==> config.mk <==
export PLATFORM = sky130hd
export DESIGN_NAME = ieu_top
export DESIGN_NICKNAME = d
export VERILOG_FILES = /design/src/hw/ieu_pkg.sv /design/src/hw/ieu_issue.sv /design/src/hw/ieu_alu.sv /design/src/hw/ieu_branch_check.sv /design/src/hw/ieu_lsu.sv /design/src/hw/ieu_writeback.sv /design/src/hw/ieu_top.sv
export SDC_FILE = /design/constraint.sdc
export NUM_CORES = 1
export LEC_CHECK = 0
export ABC_CLOCK_PERIOD_IN_PS = 9700
export BUFFER_PORTS_ARGS = -buffer_cell sky130_fd_sc_hd__buf_2
export CAP_MARGIN = 20
export CORE_MARGIN = 8
export CORE_UTILIZATION = 50
export CTS_CLUSTER_DIAMETER = 30
export DETAILED_ROUTE_END_ITERATION = 12
export PLACE_DENSITY = 0.73
export SLEW_MARGIN = 40
export SYNTH_ARGS = -nofsm -noshare
export SYNTH_HDL_FRONTEND = slang
export SYNTH_SLANG_ARGS = --single-unit
==> constraint.sdc <==
create_clock -name clk -period 9.7 [get_ports clk]
set_input_delay 0.485 -clock clk [delete_from_list [all_inputs] [get_ports clk]]
set_output_delay 0.485 -clock clk [all_outputs]
set_load 0.005 [all_outputs]
==> src/hw/ieu_pkg.sv <==
/*
 * Shared definitions of the integer execution unit.
 * PC values and branch targets are word addresses, so DW must equal PCW + 2.
 * Op and size encodings are fixed; the testbench relies on them.
 */
`default_nettype none

package ieu_pkg;

   localparam int DW  = 32;  // Data width
   localparam int PCW = 30;  // Word-address width

   typedef logic [DW-1:0]  word_t;
   typedef logic [PCW-1:0] pc_t;

   typedef enum logic [3:0] {
      OP_ADD     = 4'd0,
      OP_SUB     = 4'd1,
      OP_AND     = 4'd2,
      OP_OR      = 4'd3,
      OP_XOR     = 4'd4,
      OP_SHL     = 4'd5,
      OP_SHR     = 4'd6,
      OP_SRA     = 4'd7,
      OP_CMP_EQ  = 4'd8,   // Compares only update cc
      OP_CMP_LT  = 4'd9,
      OP_CMP_LTU = 4'd10,
      OP_LOAD    = 4'd11,
      OP_STORE   = 4'd12,
      OP_JMPREL  = 4'd13,  // Conditional on cc
      OP_JMPFAR  = 4'd14   // Register indirect
   } ieu_op_e;

   typedef enum logic [1:0] {
      SIZE_B = 2'd0,
      SIZE_H = 2'd1,
      SIZE_W = 2'd2
   } mem_size_e;

endpackage

`default_nettype wire

==> src/hw/ieu_issue.sv <==
/*
 * Issue register. Holds one operation until it retires.
 * Non-memory ops retire one cycle after capture, memory ops on the bus ack.
 * in_ready_o stays low in the first cycle after reset.
 */
`timescale 1ns/1ps
`default_nettype none

module ieu_issue import ieu_pkg::*; #(
   parameter int REG_AW = 5
) (
   input  logic              clk,
   input  logic              rst_i,
   input  logic              in_valid_i,
   input  ieu_op_e           op_i,
   input  word_t             operand_1_i,
   input  word_t             operand_2_i,
   input  word_t             operand_3_i,
   input  mem_size_e         size_i,
   input  logic              sign_ext_i,
   input  logic              wb_en_i,
   input  logic [REG_AW-1:0] wb_addr_i,
   input  pc_t               pc_i,
   input  logic              pred_taken_i,
   input  pc_t               pred_tgt_i,
   input  logic              lsu_ack_i,
   output logic              in_ready_o,
   output logic              iss_valid_o,
   output ieu_op_e           iss_op_o,
   output word_t             iss_a_o,
   output word_t             iss_b_o,
   output word_t             iss_c_o,
   output mem_size_e         iss_size_o,
   output logic              iss_sext_o,
   output logic              iss_wb_en_o,
   output logic [REG_AW-1:0] iss_wb_addr_o,
   output pc_t               iss_pc_o,
   output logic              iss_pred_taken_o,
   output pc_t               iss_pred_tgt_o,
   output logic              iss_retire_o
);
   logic run_q;   // Set one cycle after reset
   logic is_mem;
   logic accept;

   assign is_mem       = (iss_op_o == OP_LOAD) || (iss_op_o == OP_STORE);
   assign iss_retire_o = iss_valid_o & (is_mem ? lsu_ack_i : 1'b1);
   assign in_ready_o   = run_q & (~iss_valid_o | iss_retire_o);
   assign accept       = in_valid_i & in_ready_o;

   always_ff @(posedge clk) begin
      if (rst_i) begin
         run_q       <= 1'b0;
         iss_valid_o <= 1'b0;
      end else begin
         run_q <= 1'b1;
         if (accept)
            iss_valid_o <= 1'b1;
         else if (iss_retire_o)
            iss_valid_o <= 1'b0;
      end
   end

   // Payload, only meaningful while iss_valid_o is set
   always_ff @(posedge clk) begin
      if (accept) begin
         iss_op_o         <= op_i;
         iss_a_o          <= operand_1_i;
         iss_b_o          <= operand_2_i;
         iss_c_o          <= operand_3_i;
         iss_size_o       <= size_i;
         iss_sext_o       <= sign_ext_i;
         iss_wb_en_o      <= wb_en_i;
         iss_wb_addr_o    <= wb_addr_i;
         iss_pc_o         <= pc_i;
         iss_pred_taken_o <= pred_taken_i;
         iss_pred_tgt_o   <= pred_tgt_i;
      end
   end

endmodule

`default_nettype wire

==> src/hw/ieu_alu.sv <==
/*
 * Arithmetic, logic and shift unit with the condition flag register.
 * Shift amounts use only the low 5 bits of operand 2.
 * cc changes only when a compare retires.
 */
`timescale 1ns/1ps
`default_nettype none

module ieu_alu import ieu_pkg::*; (
   input  logic    clk,
   input  logic    rst_i,
   input  logic    iss_valid_i,
   input  logic    iss_retire_i,
   input  ieu_op_e iss_op_i,
   input  word_t   iss_a_i,
   input  word_t   iss_b_i,
   output word_t   alu_result_o,
   output logic    cc_o
);
   logic [4:0] shamt;
   word_t      result;
   logic       cmp_op;
   logic       cmp_res;

   assign shamt = iss_b_i[4:0];

   always_comb begin
      result  = '0;
      cmp_op  = 1'b0;
      cmp_res = 1'b0;
      case (iss_op_i)
         OP_ADD:  result = iss_a_i + iss_b_i;
         OP_SUB:  result = iss_a_i - iss_b_i;
         OP_AND:  result = iss_a_i & iss_b_i;
         OP_OR:   result = iss_a_i | iss_b_i;
         OP_XOR:  result = iss_a_i ^ iss_b_i;
         OP_SHL:  result = iss_a_i << shamt;
         OP_SHR:  result = iss_a_i >> shamt;
         OP_SRA:  result = word_t'($signed(iss_a_i) >>> shamt);
         OP_CMP_EQ: begin
            cmp_op  = 1'b1;
            cmp_res = (iss_a_i == iss_b_i);
         end
         OP_CMP_LT: begin
            cmp_op  = 1'b1;
            cmp_res = ($signed(iss_a_i) < $signed(iss_b_i));
         end
         OP_CMP_LTU: begin
            cmp_op  = 1'b1;
            cmp_res = (iss_a_i < iss_b_i);
         end
         default: result = '0;  // Memory and jumps take no ALU result
      endcase
   end

   assign alu_result_o = iss_valid_i ? result : '0;  // Quiet while idle

   always_ff @(posedge clk) begin
      if (rst_i)
         cc_o <= 1'b0;
      else if (iss_valid_i && iss_retire_i && cmp_op)
         cc_o <= cmp_res;
   end

endmodule

`default_nettype wire

==> src/hw/ieu_branch_check.sv <==
/*
 * Branch and jump check against the fetch-side prediction.
 * A mismatch gives a one-cycle flush pulse with the correct word target.
 * Younger operations are not squashed here.
 */
`timescale 1ns/1ps
`default_nettype none

module ieu_branch_check import ieu_pkg::*; (
   input  logic    clk,
   input  logic    rst_i,
   input  logic    iss_retire_i,
   input  ieu_op_e iss_op_i,
   input  word_t   iss_a_i,
   input  pc_t     iss_pc_i,
   input  logic    iss_pred_taken_i,
   input  pc_t     iss_pred_tgt_i,
   input  logic    cc_i,
   output logic    flush_o,
   output pc_t     flush_tgt_o
);
   pc_t  pc_next;
   pc_t  far_tgt;
   logic rel_miss;
   logic far_miss;

   assign pc_next  = iss_pc_i + pc_t'(1);
   assign far_tgt  = iss_a_i[DW-1:2];  // Byte to word address
   assign rel_miss = (iss_op_i == OP_JMPREL) && (iss_pred_taken_i != cc_i);
   assign far_miss = (iss_op_i == OP_JMPFAR) && (iss_pred_tgt_i != far_tgt);

   always_ff @(posedge clk) begin
      if (rst_i)
         flush_o <= 1'b0;
      else
         flush_o <= iss_retire_i & (rel_miss | far_miss);
   end

   always_ff @(posedge clk) begin
      if (iss_retire_i)
         flush_tgt_o <= (iss_op_i == OP_JMPFAR) ? far_tgt : (cc_i ? iss_pred_tgt_i : pc_next);
   end

endmodule

`default_nettype wire

==> src/hw/ieu_lsu.sv <==
/*
 * Wishbone classic master for loads and stores, little-endian lanes.
 * Address bits below the access size are ignored; no misalignment check.
 * Bus signals are combinational from the issue register and stay stable
 * until the ack.
 */
`timescale 1ns/1ps
`default_nettype none

module ieu_lsu import ieu_pkg::*; (
   input  logic      iss_valid_i,
   input  ieu_op_e   iss_op_i,
   input  word_t     iss_a_i,
   input  word_t     iss_b_i,
   input  word_t     iss_c_i,
   input  mem_size_e iss_size_i,
   input  logic      iss_sext_i,
   input  word_t     wb_dat_i,
   input  logic      wb_ack_i,
   output logic      wb_cyc_o,
   output logic      wb_stb_o,
   output logic      wb_we_o,
   output word_t     wb_adr_o,
   output logic [3:0] wb_sel_o,
   output word_t     wb_dat_o,
   output logic      lsu_ack_o,
   output word_t     lsu_load_data_o
);
   word_t      addr;
   logic [1:0] lane;     // Byte offset after size masking
   logic       mem_op;
   word_t      shifted;

   assign addr   = iss_a_i + iss_b_i;
   assign mem_op = (iss_op_i == OP_LOAD) || (iss_op_i == OP_STORE);

   assign wb_cyc_o  = iss_valid_i & mem_op;
   assign wb_stb_o  = wb_cyc_o;
   assign wb_we_o   = (iss_op_i == OP_STORE);
   assign wb_adr_o  = {addr[DW-1:2], 2'b00};
   assign lsu_ack_o = wb_cyc_o & wb_ack_i;

   always_comb begin
      case (iss_size_i)
         SIZE_B:  lane = addr[1:0];
         SIZE_H:  lane = {addr[1], 1'b0};
         default: lane = 2'b00;
      endcase
   end

   // Byte selects and store lane replication
   always_comb begin
      case (iss_size_i)
         SIZE_B: begin
            wb_sel_o = 4'b0001 << lane;
            wb_dat_o = {4{iss_c_i[7:0]}};
         end
         SIZE_H: begin
            wb_sel_o = lane[1] ? 4'b1100 : 4'b0011;
            wb_dat_o = {2{iss_c_i[15:0]}};
         end
         default: begin
            wb_sel_o = 4'b1111;
            wb_dat_o = iss_c_i;
         end
      endcase
   end

   assign shifted = wb_dat_i >> {lane, 3'b000};

   // Load extension
   always_comb begin
      case (iss_size_i)
         SIZE_B: begin
            if (iss_sext_i)
               lsu_load_data_o = {{24{shifted[7]}}, shifted[7:0]};
            else
               lsu_load_data_o = {24'h0, shifted[7:0]};
         end
         SIZE_H: begin
            if (iss_sext_i)
               lsu_load_data_o = {{16{shifted[15]}}, shifted[15:0]};
            else
               lsu_load_data_o = {16'h0, shifted[15:0]};
         end
         default: lsu_load_data_o = shifted;
      endcase
   end

endmodule

`default_nettype wire

==> src/hw/ieu_writeback.sv <==
/*
 * Register-file write port, registered at the retire edge.
 * The write is visible for exactly one cycle.
 * Stores and compares never write, even with wb_en set.
 */
`timescale 1ns/1ps
`default_nettype none

module ieu_writeback import ieu_pkg::*; #(
   parameter int REG_AW = 5
) (
   input  logic              clk,
   input  logic              rst_i,
   input  logic              iss_retire_i,
   input  ieu_op_e           iss_op_i,
   input  logic              iss_wb_en_i,
   input  logic [REG_AW-1:0] iss_wb_addr_i,
   input  pc_t               iss_pc_i,
   input  word_t             alu_result_i,
   input  word_t             lsu_load_data_i,
   output logic              regf_we_o,
   output logic [REG_AW-1:0] regf_addr_o,
   output word_t             regf_data_o
);
   pc_t   pc_next;
   word_t link_addr;
   word_t wb_data;
   logic  no_write;

   assign pc_next   = iss_pc_i + pc_t'(1);
   assign link_addr = {pc_next, 2'b00};  // Byte address of next insn

   assign no_write = (iss_op_i == OP_STORE) || (iss_op_i == OP_CMP_EQ)
                     || (iss_op_i == OP_CMP_LT) || (iss_op_i == OP_CMP_LTU);

   always_comb begin
      case (iss_op_i)
         OP_LOAD:              wb_data = lsu_load_data_i;
         OP_JMPREL, OP_JMPFAR: wb_data = link_addr;
         default:              wb_data = alu_result_i;
      endcase
   end

   always_ff @(posedge clk) begin
      if (rst_i)
         regf_we_o <= 1'b0;
      else
         regf_we_o <= iss_retire_i & iss_wb_en_i & ~no_write;
   end

   always_ff @(posedge clk) begin
      if (iss_retire_i) begin
         regf_addr_o <= iss_wb_addr_i;
         regf_data_o <= wb_data;
      end
   end

endmodule

`default_nettype wire

==> src/hw/ieu_top.sv <==
/*
 * Integer execution unit top level, one operation in flight at a time.
 * Results, cc and flush appear one cycle after the operation retires.
 */
`timescale 1ns/1ps
`default_nettype none

module ieu_top import ieu_pkg::*; #(
   parameter int REG_AW = 5
) (
   input  logic              clk,
   input  logic              rst_i,
   input  logic              in_valid_i,
   input  ieu_op_e           op_i,
   input  word_t             operand_1_i,
   input  word_t             operand_2_i,
   input  word_t             operand_3_i,
   input  mem_size_e         size_i,
   input  logic              sign_ext_i,
   input  logic              wb_en_i,
   input  logic [REG_AW-1:0] wb_addr_i,
   input  pc_t               pc_i,
   input  logic              pred_taken_i,
   input  pc_t               pred_tgt_i,
   input  word_t             wb_dat_i,
   input  logic              wb_ack_i,
   output logic              in_ready_o,
   output logic              regf_we_o,
   output logic [REG_AW-1:0] regf_addr_o,
   output word_t             regf_data_o,
   output logic              cc_o,
   output logic              flush_o,
   output pc_t               flush_tgt_o,
   output logic              wb_cyc_o,
   output logic              wb_stb_o,
   output logic              wb_we_o,
   output word_t             wb_adr_o,
   output logic [3:0]        wb_sel_o,
   output word_t             wb_dat_o
);
   logic              iss_valid;
   ieu_op_e           iss_op;
   word_t             iss_a;
   word_t             iss_b;
   word_t             iss_c;
   mem_size_e         iss_size;
   logic              iss_sext;
   logic              iss_wb_en;
   logic [REG_AW-1:0] iss_wb_addr;
   pc_t               iss_pc;
   logic              iss_pred_taken;
   pc_t               iss_pred_tgt;
   logic              iss_retire;
   logic              lsu_ack;
   word_t             lsu_load_data;
   word_t             alu_result;
   logic              cc;

   assign cc_o = cc;

   ieu_issue #(.REG_AW(REG_AW)) issue_i (
      .clk, .rst_i, .in_valid_i, .op_i, .operand_1_i, .operand_2_i, .operand_3_i,
      .size_i, .sign_ext_i, .wb_en_i, .wb_addr_i, .pc_i, .pred_taken_i, .pred_tgt_i,
      .lsu_ack_i        (lsu_ack),
      .in_ready_o,
      .iss_valid_o      (iss_valid),
      .iss_op_o         (iss_op),
      .iss_a_o          (iss_a),
      .iss_b_o          (iss_b),
      .iss_c_o          (iss_c),
      .iss_size_o       (iss_size),
      .iss_sext_o       (iss_sext),
      .iss_wb_en_o      (iss_wb_en),
      .iss_wb_addr_o    (iss_wb_addr),
      .iss_pc_o         (iss_pc),
      .iss_pred_taken_o (iss_pred_taken),
      .iss_pred_tgt_o   (iss_pred_tgt),
      .iss_retire_o     (iss_retire)
   );

   ieu_alu alu_i (
      .clk, .rst_i,
      .iss_valid_i  (iss_valid),
      .iss_retire_i (iss_retire),
      .iss_op_i     (iss_op),
      .iss_a_i      (iss_a),
      .iss_b_i      (iss_b),
      .alu_result_o (alu_result),
      .cc_o         (cc)
   );

   ieu_branch_check branch_check_i (
      .clk, .rst_i,
      .iss_retire_i     (iss_retire),
      .iss_op_i         (iss_op),
      .iss_a_i          (iss_a),
      .iss_pc_i         (iss_pc),
      .iss_pred_taken_i (iss_pred_taken),
      .iss_pred_tgt_i   (iss_pred_tgt),
      .cc_i             (cc),
      .flush_o, .flush_tgt_o
   );

   ieu_lsu lsu_i (
      .iss_valid_i (iss_valid),
      .iss_op_i    (iss_op),
      .iss_a_i     (iss_a),
      .iss_b_i     (iss_b),
      .iss_c_i     (iss_c),
      .iss_size_i  (iss_size),
      .iss_sext_i  (iss_sext),
      .wb_dat_i, .wb_ack_i,
      .wb_cyc_o, .wb_stb_o, .wb_we_o, .wb_adr_o, .wb_sel_o, .wb_dat_o,
      .lsu_ack_o       (lsu_ack),
      .lsu_load_data_o (lsu_load_data)
   );

   ieu_writeback #(.REG_AW(REG_AW)) writeback_i (
      .clk, .rst_i,
      .iss_retire_i    (iss_retire),
      .iss_op_i        (iss_op),
      .iss_wb_en_i     (iss_wb_en),
      .iss_wb_addr_i   (iss_wb_addr),
      .iss_pc_i        (iss_pc),
      .alu_result_i    (alu_result),
      .lsu_load_data_i (lsu_load_data),
      .regf_we_o, .regf_addr_o, .regf_data_o
   );

endmodule

`default_nettype wire

==> results.cfg, run 1 <==
[floorplanning]
die_area_um2 = 45660
rows = 72
io_pins = 348
coreArea_um2 = 38650
fp.dieW_um = 213.7
initial_core_util_pct = 50.56
die_y_um = 213.7

[timing]
setup_tns_ps = 0
timing.slew.headroom_pct = 41.44
slew_viol_final = 0
setup_slack_ps = 4387
min_period_over_period_pct = 54.78
rsz0062_at_grt = false
worstMarginPinSlew_ps = 878.4
layout_min_cycle_time_ps = 5313
setup-violations-final = 0
skew_ps = 26.93
hold_violations = 0
fmax_mhz = 188.2

[critical_path]
crit_path_end_kind = output port
worst_ep_required_time_ps = 9220
cp_max_fo = 55
critPathSlowestCell = o21ai_0
path_cells = buf_4 -> inv_2 -> buf_4 -> ha_1 -> nand2b_1 -> a21oi_1 -> o21ai_0 -> o211ai_1 -> a31o_2 -> a221oi_1 -> xnor2_1 -> buf_2
cp-start-kind = register
path_common_cell = buf_4
arrival_ps = 4830
max_stage_delay_ps = 620
crit_type = reg -> out

[run_status]
status = finished, final reports clean

[synthesis]
avgSynthCellArea_um2 = 9.453
synth_edf_count = 237
ys.flop_type = edfxtp_1
postSynthCellCount = 2067
seq_area_frac_synth_pct = 36.93
synth_top_area_share_pct = 36.42
ys_warn_count = 0
synthArstFlopShare_pct = 0
synth_cell_types = 84
synth_seq_cells = 242
synth_area_leader_cell = edfxtp_1
synthesis.area_um2 = 19540
synth.area.top_cells = edfxtp_1 36%, mux4_2 7.6%, ha_1 6.3%, nor2_1 4.6%, a21oi_1 3.8%

[power_and_ir_drop]
p_sw_mw = 1.087
clkPwrFrac_pct = 50.5
p_comb_share_pct = 16.7
p_leak_nw = 9.469
internal_power_mw = 2.737
netSwitchingFraction_pct = 28.43
p_per_area_nw_per_um2 = 163.0
seq_power_share_pct = 32.8
ir_worst_vdd_mv = 0.1933

[cells_and_area]
drive_above_1_share_pct = 25.44
fillers = 3217
utilization_pct = 60.70
nets = 2634
area_growth_pct = 20.05

[clocking]
clk_latency_ps = 610
clock-root-buffer = clkbuf_16
cts_made_buffers = 55
clk_pin_slew_ps = 50
cts_setup_buffers = 0
ctsResizeCount = 0
clkSinkCount = 242
cts_tree = done
ctsLongestPathBuffers = 3
htreeDepth = 2
cts_hold_buf = 0

[worst_hold_path]
worstHoldPathType = in -> reg

[global_routing]
grt_pass1_vias = 18210
grt_start_max_net_pins = 79
groute.usage.overall_pct = 35.09
antenna_found_initial = 1
grt_pass1_wl_um = 119100
overflow = 0

[routing]
viasPerCell = 6.619
routed_wl_um = 83240
drt_iter0_drc = 2571
ant_nets = 0
drt_drc_violations_left = 0
vias = 19130
firstDrtPassIters = 6
drt-wirelength-per-cell_um = 28.80

[place]
dp_hpwl_um = 62220
place_congestion = 1.053
dpl_worst_slack_ps = 4803
io_buffers = 345

[flow_run]
maxCapViolations = 0
==> Yosys cell counts (all sizes together) (17+ instances only) <==
cell    instances
a31oi          19
o221ai         21
nand3          59
nor4           25
nor2b          21
nand2         131
nor2          238
nand4          23
o22ai          19
mux4           66
buf            50
ha             98
a21o           34
o31ai          17
clkbuf        132
a221oi         27
nor3           45
mux2i          61
a21oi         150
xor2           42
inv           103
o211ai         18
a22oi          22
mux2           30
o21ai         121
xnor2          55
edfxtp        237
==> layout by cell type (no fill, tap or decap), types with 22 or more instances in the layout <==
master / netlist / final
a21o_1: 34 / 34
a21oi_1: 150 / 147
a221oi_1: 27 / 27
a22oi_1: 22 / 22
buf_2: 14 / 346
buf_4: 12 / 35
clkbuf_16: 0 / 56
edfxtp_1: 237 / 237
ha_1: 98 / 98
inv_1: 100 / 99
mux2_2: 29 / 29
mux2i_1: 61 / 61
mux4_2: 66 / 66
nand2_1: 130 / 130
nand3_1: 59 / 57
nand4_1: 23 / 23
nor2_1: 237 / 237
nor3_1: 45 / 43
o21ai_0: 117 / 117
xnor2_1: 55 / 55
xor2_1: 42 / 42
==> cell type report <==
type | count | area [um2] | area share [%]
inverters | 106 | 399.1 | 1.702
flip-flops and latches | 242 | 7217 | 30.77
diodes | 2 | 5.005 | 0.02134
well taps | 518 | 648.1 | 2.763
multi-input cells | 1538 | 11220 | 47.85
clock buffers | 57 | 1405 | 5.990
repair buffers | 385 | 2039 | 8.694
clock inverters | 42 | 520.5 | 2.219
==> routing by layer <==
metal / share of wire, % / global-route usage, %
met2: 45 / 53.63
met3: 12 / 10.13
met5: 0 / 0
met4: 5.5 / 18.55
met1: 37 / 44.83
==> stage by stage <==
| step | hold slack, ps | instances | area, um2 | total power [mW] |
|---|---|---|---|---|
| after CTS | 32.60 | 2886 | 23420 | 3.815 |
| after detailed placement | 418.4 | 2787 | 21490 | 1.885 |
| after global placement | 405.5 | 2786 | 21460 | 1.879 |
| final | 54.03 | 2890 | 23460 | 3.824 |
| after floorplan | 400.3 | 2068 | 19550 | 1.635 |
| after global routing | 45.31 | 2888 | 23450 | 3.917 |
==> final timing paths <==
| kind | from | end | slack (ps) | depth (start not counted) |
|---|---|---|---|---|
| setup / recovery | issue_i.iss_b_o[2]$_DFFE_PP_ | wb_adr_o[30] | 4390 | 12 |
| hold / removal | operand_1_i[14] | issue_i.iss_a_o[14]$_DFFE_PP_ | 50 | 1 |
| setup reg to reg | issue_i.iss_b_o[1]$_DFFE_PP_ | writeback_i.regf_data_o[30]$_DFFE_PP_ | 4990 | 13 |
| hold reg to reg | issue_i.iss_wb_addr_o[4]$_DFFE_PP_ | writeback_i.regf_addr_o[4]$_DFFE_PP_ | 420 | 0 |
==> kinds of logic (layout without fill, tap and decap cells) <==
| group | Yosys count | count (layout) | synth area share (%) |
|---|---|---|---|
| mux | 157 | 157 | 12.48 |
| fa+ha+maj | 100 | 100 | 6.480 |
| compound gates | 572 | 572 | 19.40 |
| flops | 242 | 242 | 36.93 |
| other cells | 1 | 4 | 0.01919 |
| buf+inv | 288 | 590 | 6.032 |
| simple gates | 610 | 610 | 14.31 |
| xor+xnor | 97 | 97 | 4.348 |
==> power by group through the flow <==
stage                     registers, mW  clock network, mW  logic, mW
final                              1.25               1.93      0.640
after global placement             1.27                  0      0.608
after detailed placement           1.27                  0      0.613
after floorplan                    1.25                  0      0.388
after global routing               1.26               1.98      0.676
after CTS                          1.25               1.94      0.617
==> critical path: cells and delay by family, from the launching register on <==
kind | cells | cell delay [ps]
xor+xnor | 1 | 190
fa+ha+maj | 1 | 440
compound gates | 5 | 1910
flops | 1 | 350
buf+inv | 4 | 1170
simple gates | 1 | 130
==> sequential cells by signal, indices dropped and copies added (netlist names), 2 cells and up <==
register                    count
branch_check_i.flush_tgt_o     30
issue_i.iss_a_o                32
issue_i.iss_b_o                32
issue_i.iss_c_o                32
issue_i.iss_op_o                4
issue_i.iss_pc_o               30
issue_i.iss_pred_tgt_o         30
issue_i.iss_size_o              2
issue_i.iss_wb_addr_o           5
writeback_i.regf_addr_o         5
writeback_i.regf_data_o        32
Note: power is estimated with default switching activity, not from simulation.
==> inputs of run 2 (changes only) <==
--- a/config.mk
+++ b/config.mk
@@ -5,7 +5,7 @@
 export SDC_FILE = /design/constraint.sdc
 export NUM_CORES = 1
 export LEC_CHECK = 0
-export ABC_CLOCK_PERIOD_IN_PS = 9700
+export ABC_CLOCK_PERIOD_IN_PS = 4630
 export BUFFER_PORTS_ARGS = -buffer_cell sky130_fd_sc_hd__buf_2
 export CAP_MARGIN = 20
 export CORE_MARGIN = 8
==> constraint.sdc (replaced) <==
create_clock -name clk -period 4.63 [get_ports clk]
set_input_delay 0.2315 -clock clk [delete_from_list [all_inputs] [get_ports clk]]
set_output_delay 0.2315 -clock clk [all_outputs]
set_load 0.005 [all_outputs]
==> results.cfg, run 2 (synthesis results as in run 1) <==
[floorplanning]
io_pins = 348
fp.dieW_um = 213.7
initial_core_util_pct = 50.56
die_area_um2 = 45660
die_y_um = 213.7
rows = 72
coreArea_um2 = 38650

[critical_path]
cp_max_fo = 11
worst_ep_required_time_ps = 4400
arrival_ps = 4070
crit_path_end_kind = output port
cp-start-kind = register
crit_type = reg -> out

[clocking]
clock-root-buffer = clkbuf_16
cts_made_buffers = 58
cts_tree = done
clk_pin_slew_ps = 50
clk_latency_ps = 630
ctsLongestPathBuffers = 3
clkSinkCount = 242
htreeDepth = 2

[timing]
hold_violations = 0
layout_min_cycle_time_ps = 4301
setup_tns_ps = 0
worstMarginPinSlew_ps = 868.1
setup-violations-final = 0
slew_viol_final = 0
min_period_over_period_pct = 92.89
timing.slew.headroom_pct = 42.12
setup_slack_ps = 329.1
rsz0062_at_grt = false
fmax_mhz = 232.5
skew_ps = 30.74

[routing]
routed_wl_um = 89060
drt_iter0_drc = 3113
vias = 20470
drt-wirelength-per-cell_um = 28.63
viasPerCell = 6.580
ant_nets = 0
drt_drc_violations_left = 0
firstDrtPassIters = 6

[global_routing]
groute.usage.overall_pct = 37.92
antenna_found_initial = 4
grt_start_max_net_pins = 73
grt_pass1_wl_um = 128800
grt_pass1_vias = 19890
overflow = 0

[cells_and_area]
fin_cells = 3111
nets = 2846
drive_above_1_share_pct = 24.83
area_growth_pct = 31.01
utilization_pct = 66.24
mostFrequentLayoutCells = 345 x buf_2, 237 x nor2_1, 237 x edfxtp_1
finalInstanceArea_um2 = 25600
final_common_cell = buf_2

[place]
io_buffers = 345
dpl.cell_count = 2823
dp_hpwl_um = 63730
dpl_worst_slack_ps = 607.7
place_congestion = 1.041
place_area_um2 = 21790

[power_and_ir_drop]
ir_worst_vdd_mv = 0.3584
p_per_area_nw_per_um2 = 327.0
p_leak_nw = 10.43

[worst_hold_path]
worstHoldPathType = in -> reg

[flow_run]
maxCapViolations = 0

[run_status]
status = finished, final reports clean
-- run 2: cell types whose count changed in the layout (fill, tap and decap cells not counted), moves of 3 or more --
cell	previous run	this run
buf_6	4	0
buf_4	35	70
dlygate4sd3_1	0	175
clkinv_1	11	6
clkinv_4	7	11
clkbuf_1	1	5
inv_6	3	6
buf_12	0	4
clkbuf_16	56	59
-- run 2: cell type report --
cell class / instances / area, um2
multi-input combinational: 1538 / 11210
tap: 518 / 648.1
clock inverter: 46 / 538.0
clock buffer: 64 / 1495
antenna: 3 / 7.507
sequential: 242 / 7217
inverter: 106 / 397.9
fill: 2926 / 13050
timing repair buffer: 594 / 4084
-- run 2: where the power goes --
group,internal [mW],leakage (nW),total [mW],switching [mW]
clock network,2.75,0.965,4.24,1.49
logic,0.622,7.23,1.52,0.902
registers,2.52,2.23,2.60,0.0820
total,5.89,10.4,8.37,2.48
-- run 2: path summary, 6_finish.rpt --
path,to,cells after the start,slack (ps),from
min reg2reg,writeback_i.regf_addr_o[2]$_DFFE_PP_,0,420,issue_i.iss_wb_addr_o[2]$_DFFE_PP_
min,writeback_i.regf_data_o[21]$_DFFE_PP_,3,50,wb_dat_i[21]
max,wb_adr_o[26],10,330,issue_i.iss_a_o[2]$_DFFE_PP_
max reg2reg,writeback_i.regf_data_o[26]$_DFFE_PP_,12,460,issue_i.iss_a_o[0]$_DFFE_PP_
-- run 2: routing by layer --
| layer | track usage [%] | share of wire [%] | vias to the layer above |
|---|---|---|---|
| met1 | 48.41 | 37 | 9833 |
| met2 | 59.03 | 45 | 1615 |
| li1 | - | - | 8720 |
| met5 | 0 | 0.035 | - |
| met3 | 9.032 | 12 | 297 |
| met4 | 20.87 | 5.9 | 4 |
-- run 2: through the flow --
stage / power [mW] / hold WS (ps)
4_1_cts: 8.278 / 30.25
5_1_grt: 8.573 / 49.63
3_3_place_gp: 3.960 / 401.6
3_5_place_dp: 3.970 / 409.6
6_report: 8.370 / 48.93
2_1_floorplan: 3.420 / 288.0
-- run 2: critical path, stage by stage, from the launching register on --
cell and delay, ps:
edfxtp_1 580, inv_1 160, ha_1 400, nand2b_1 140
a21oi_1 90, o21ai_0 610, o211ai_1 340, a31oi_1 540
o21ai_0 200, xnor2_1 220, buf_2 150
-- run 2: what timing repair did --
| item | CTS | global route |
|---|---|---|
| setup endpoints to repair | 0 | 0 |
| hold endpoints to repair | 177 | 0 |
| gates resized for setup | 0 | 0 |
| setup buffers | 0 | 0 |
| hold buffers | 175 | 0 |
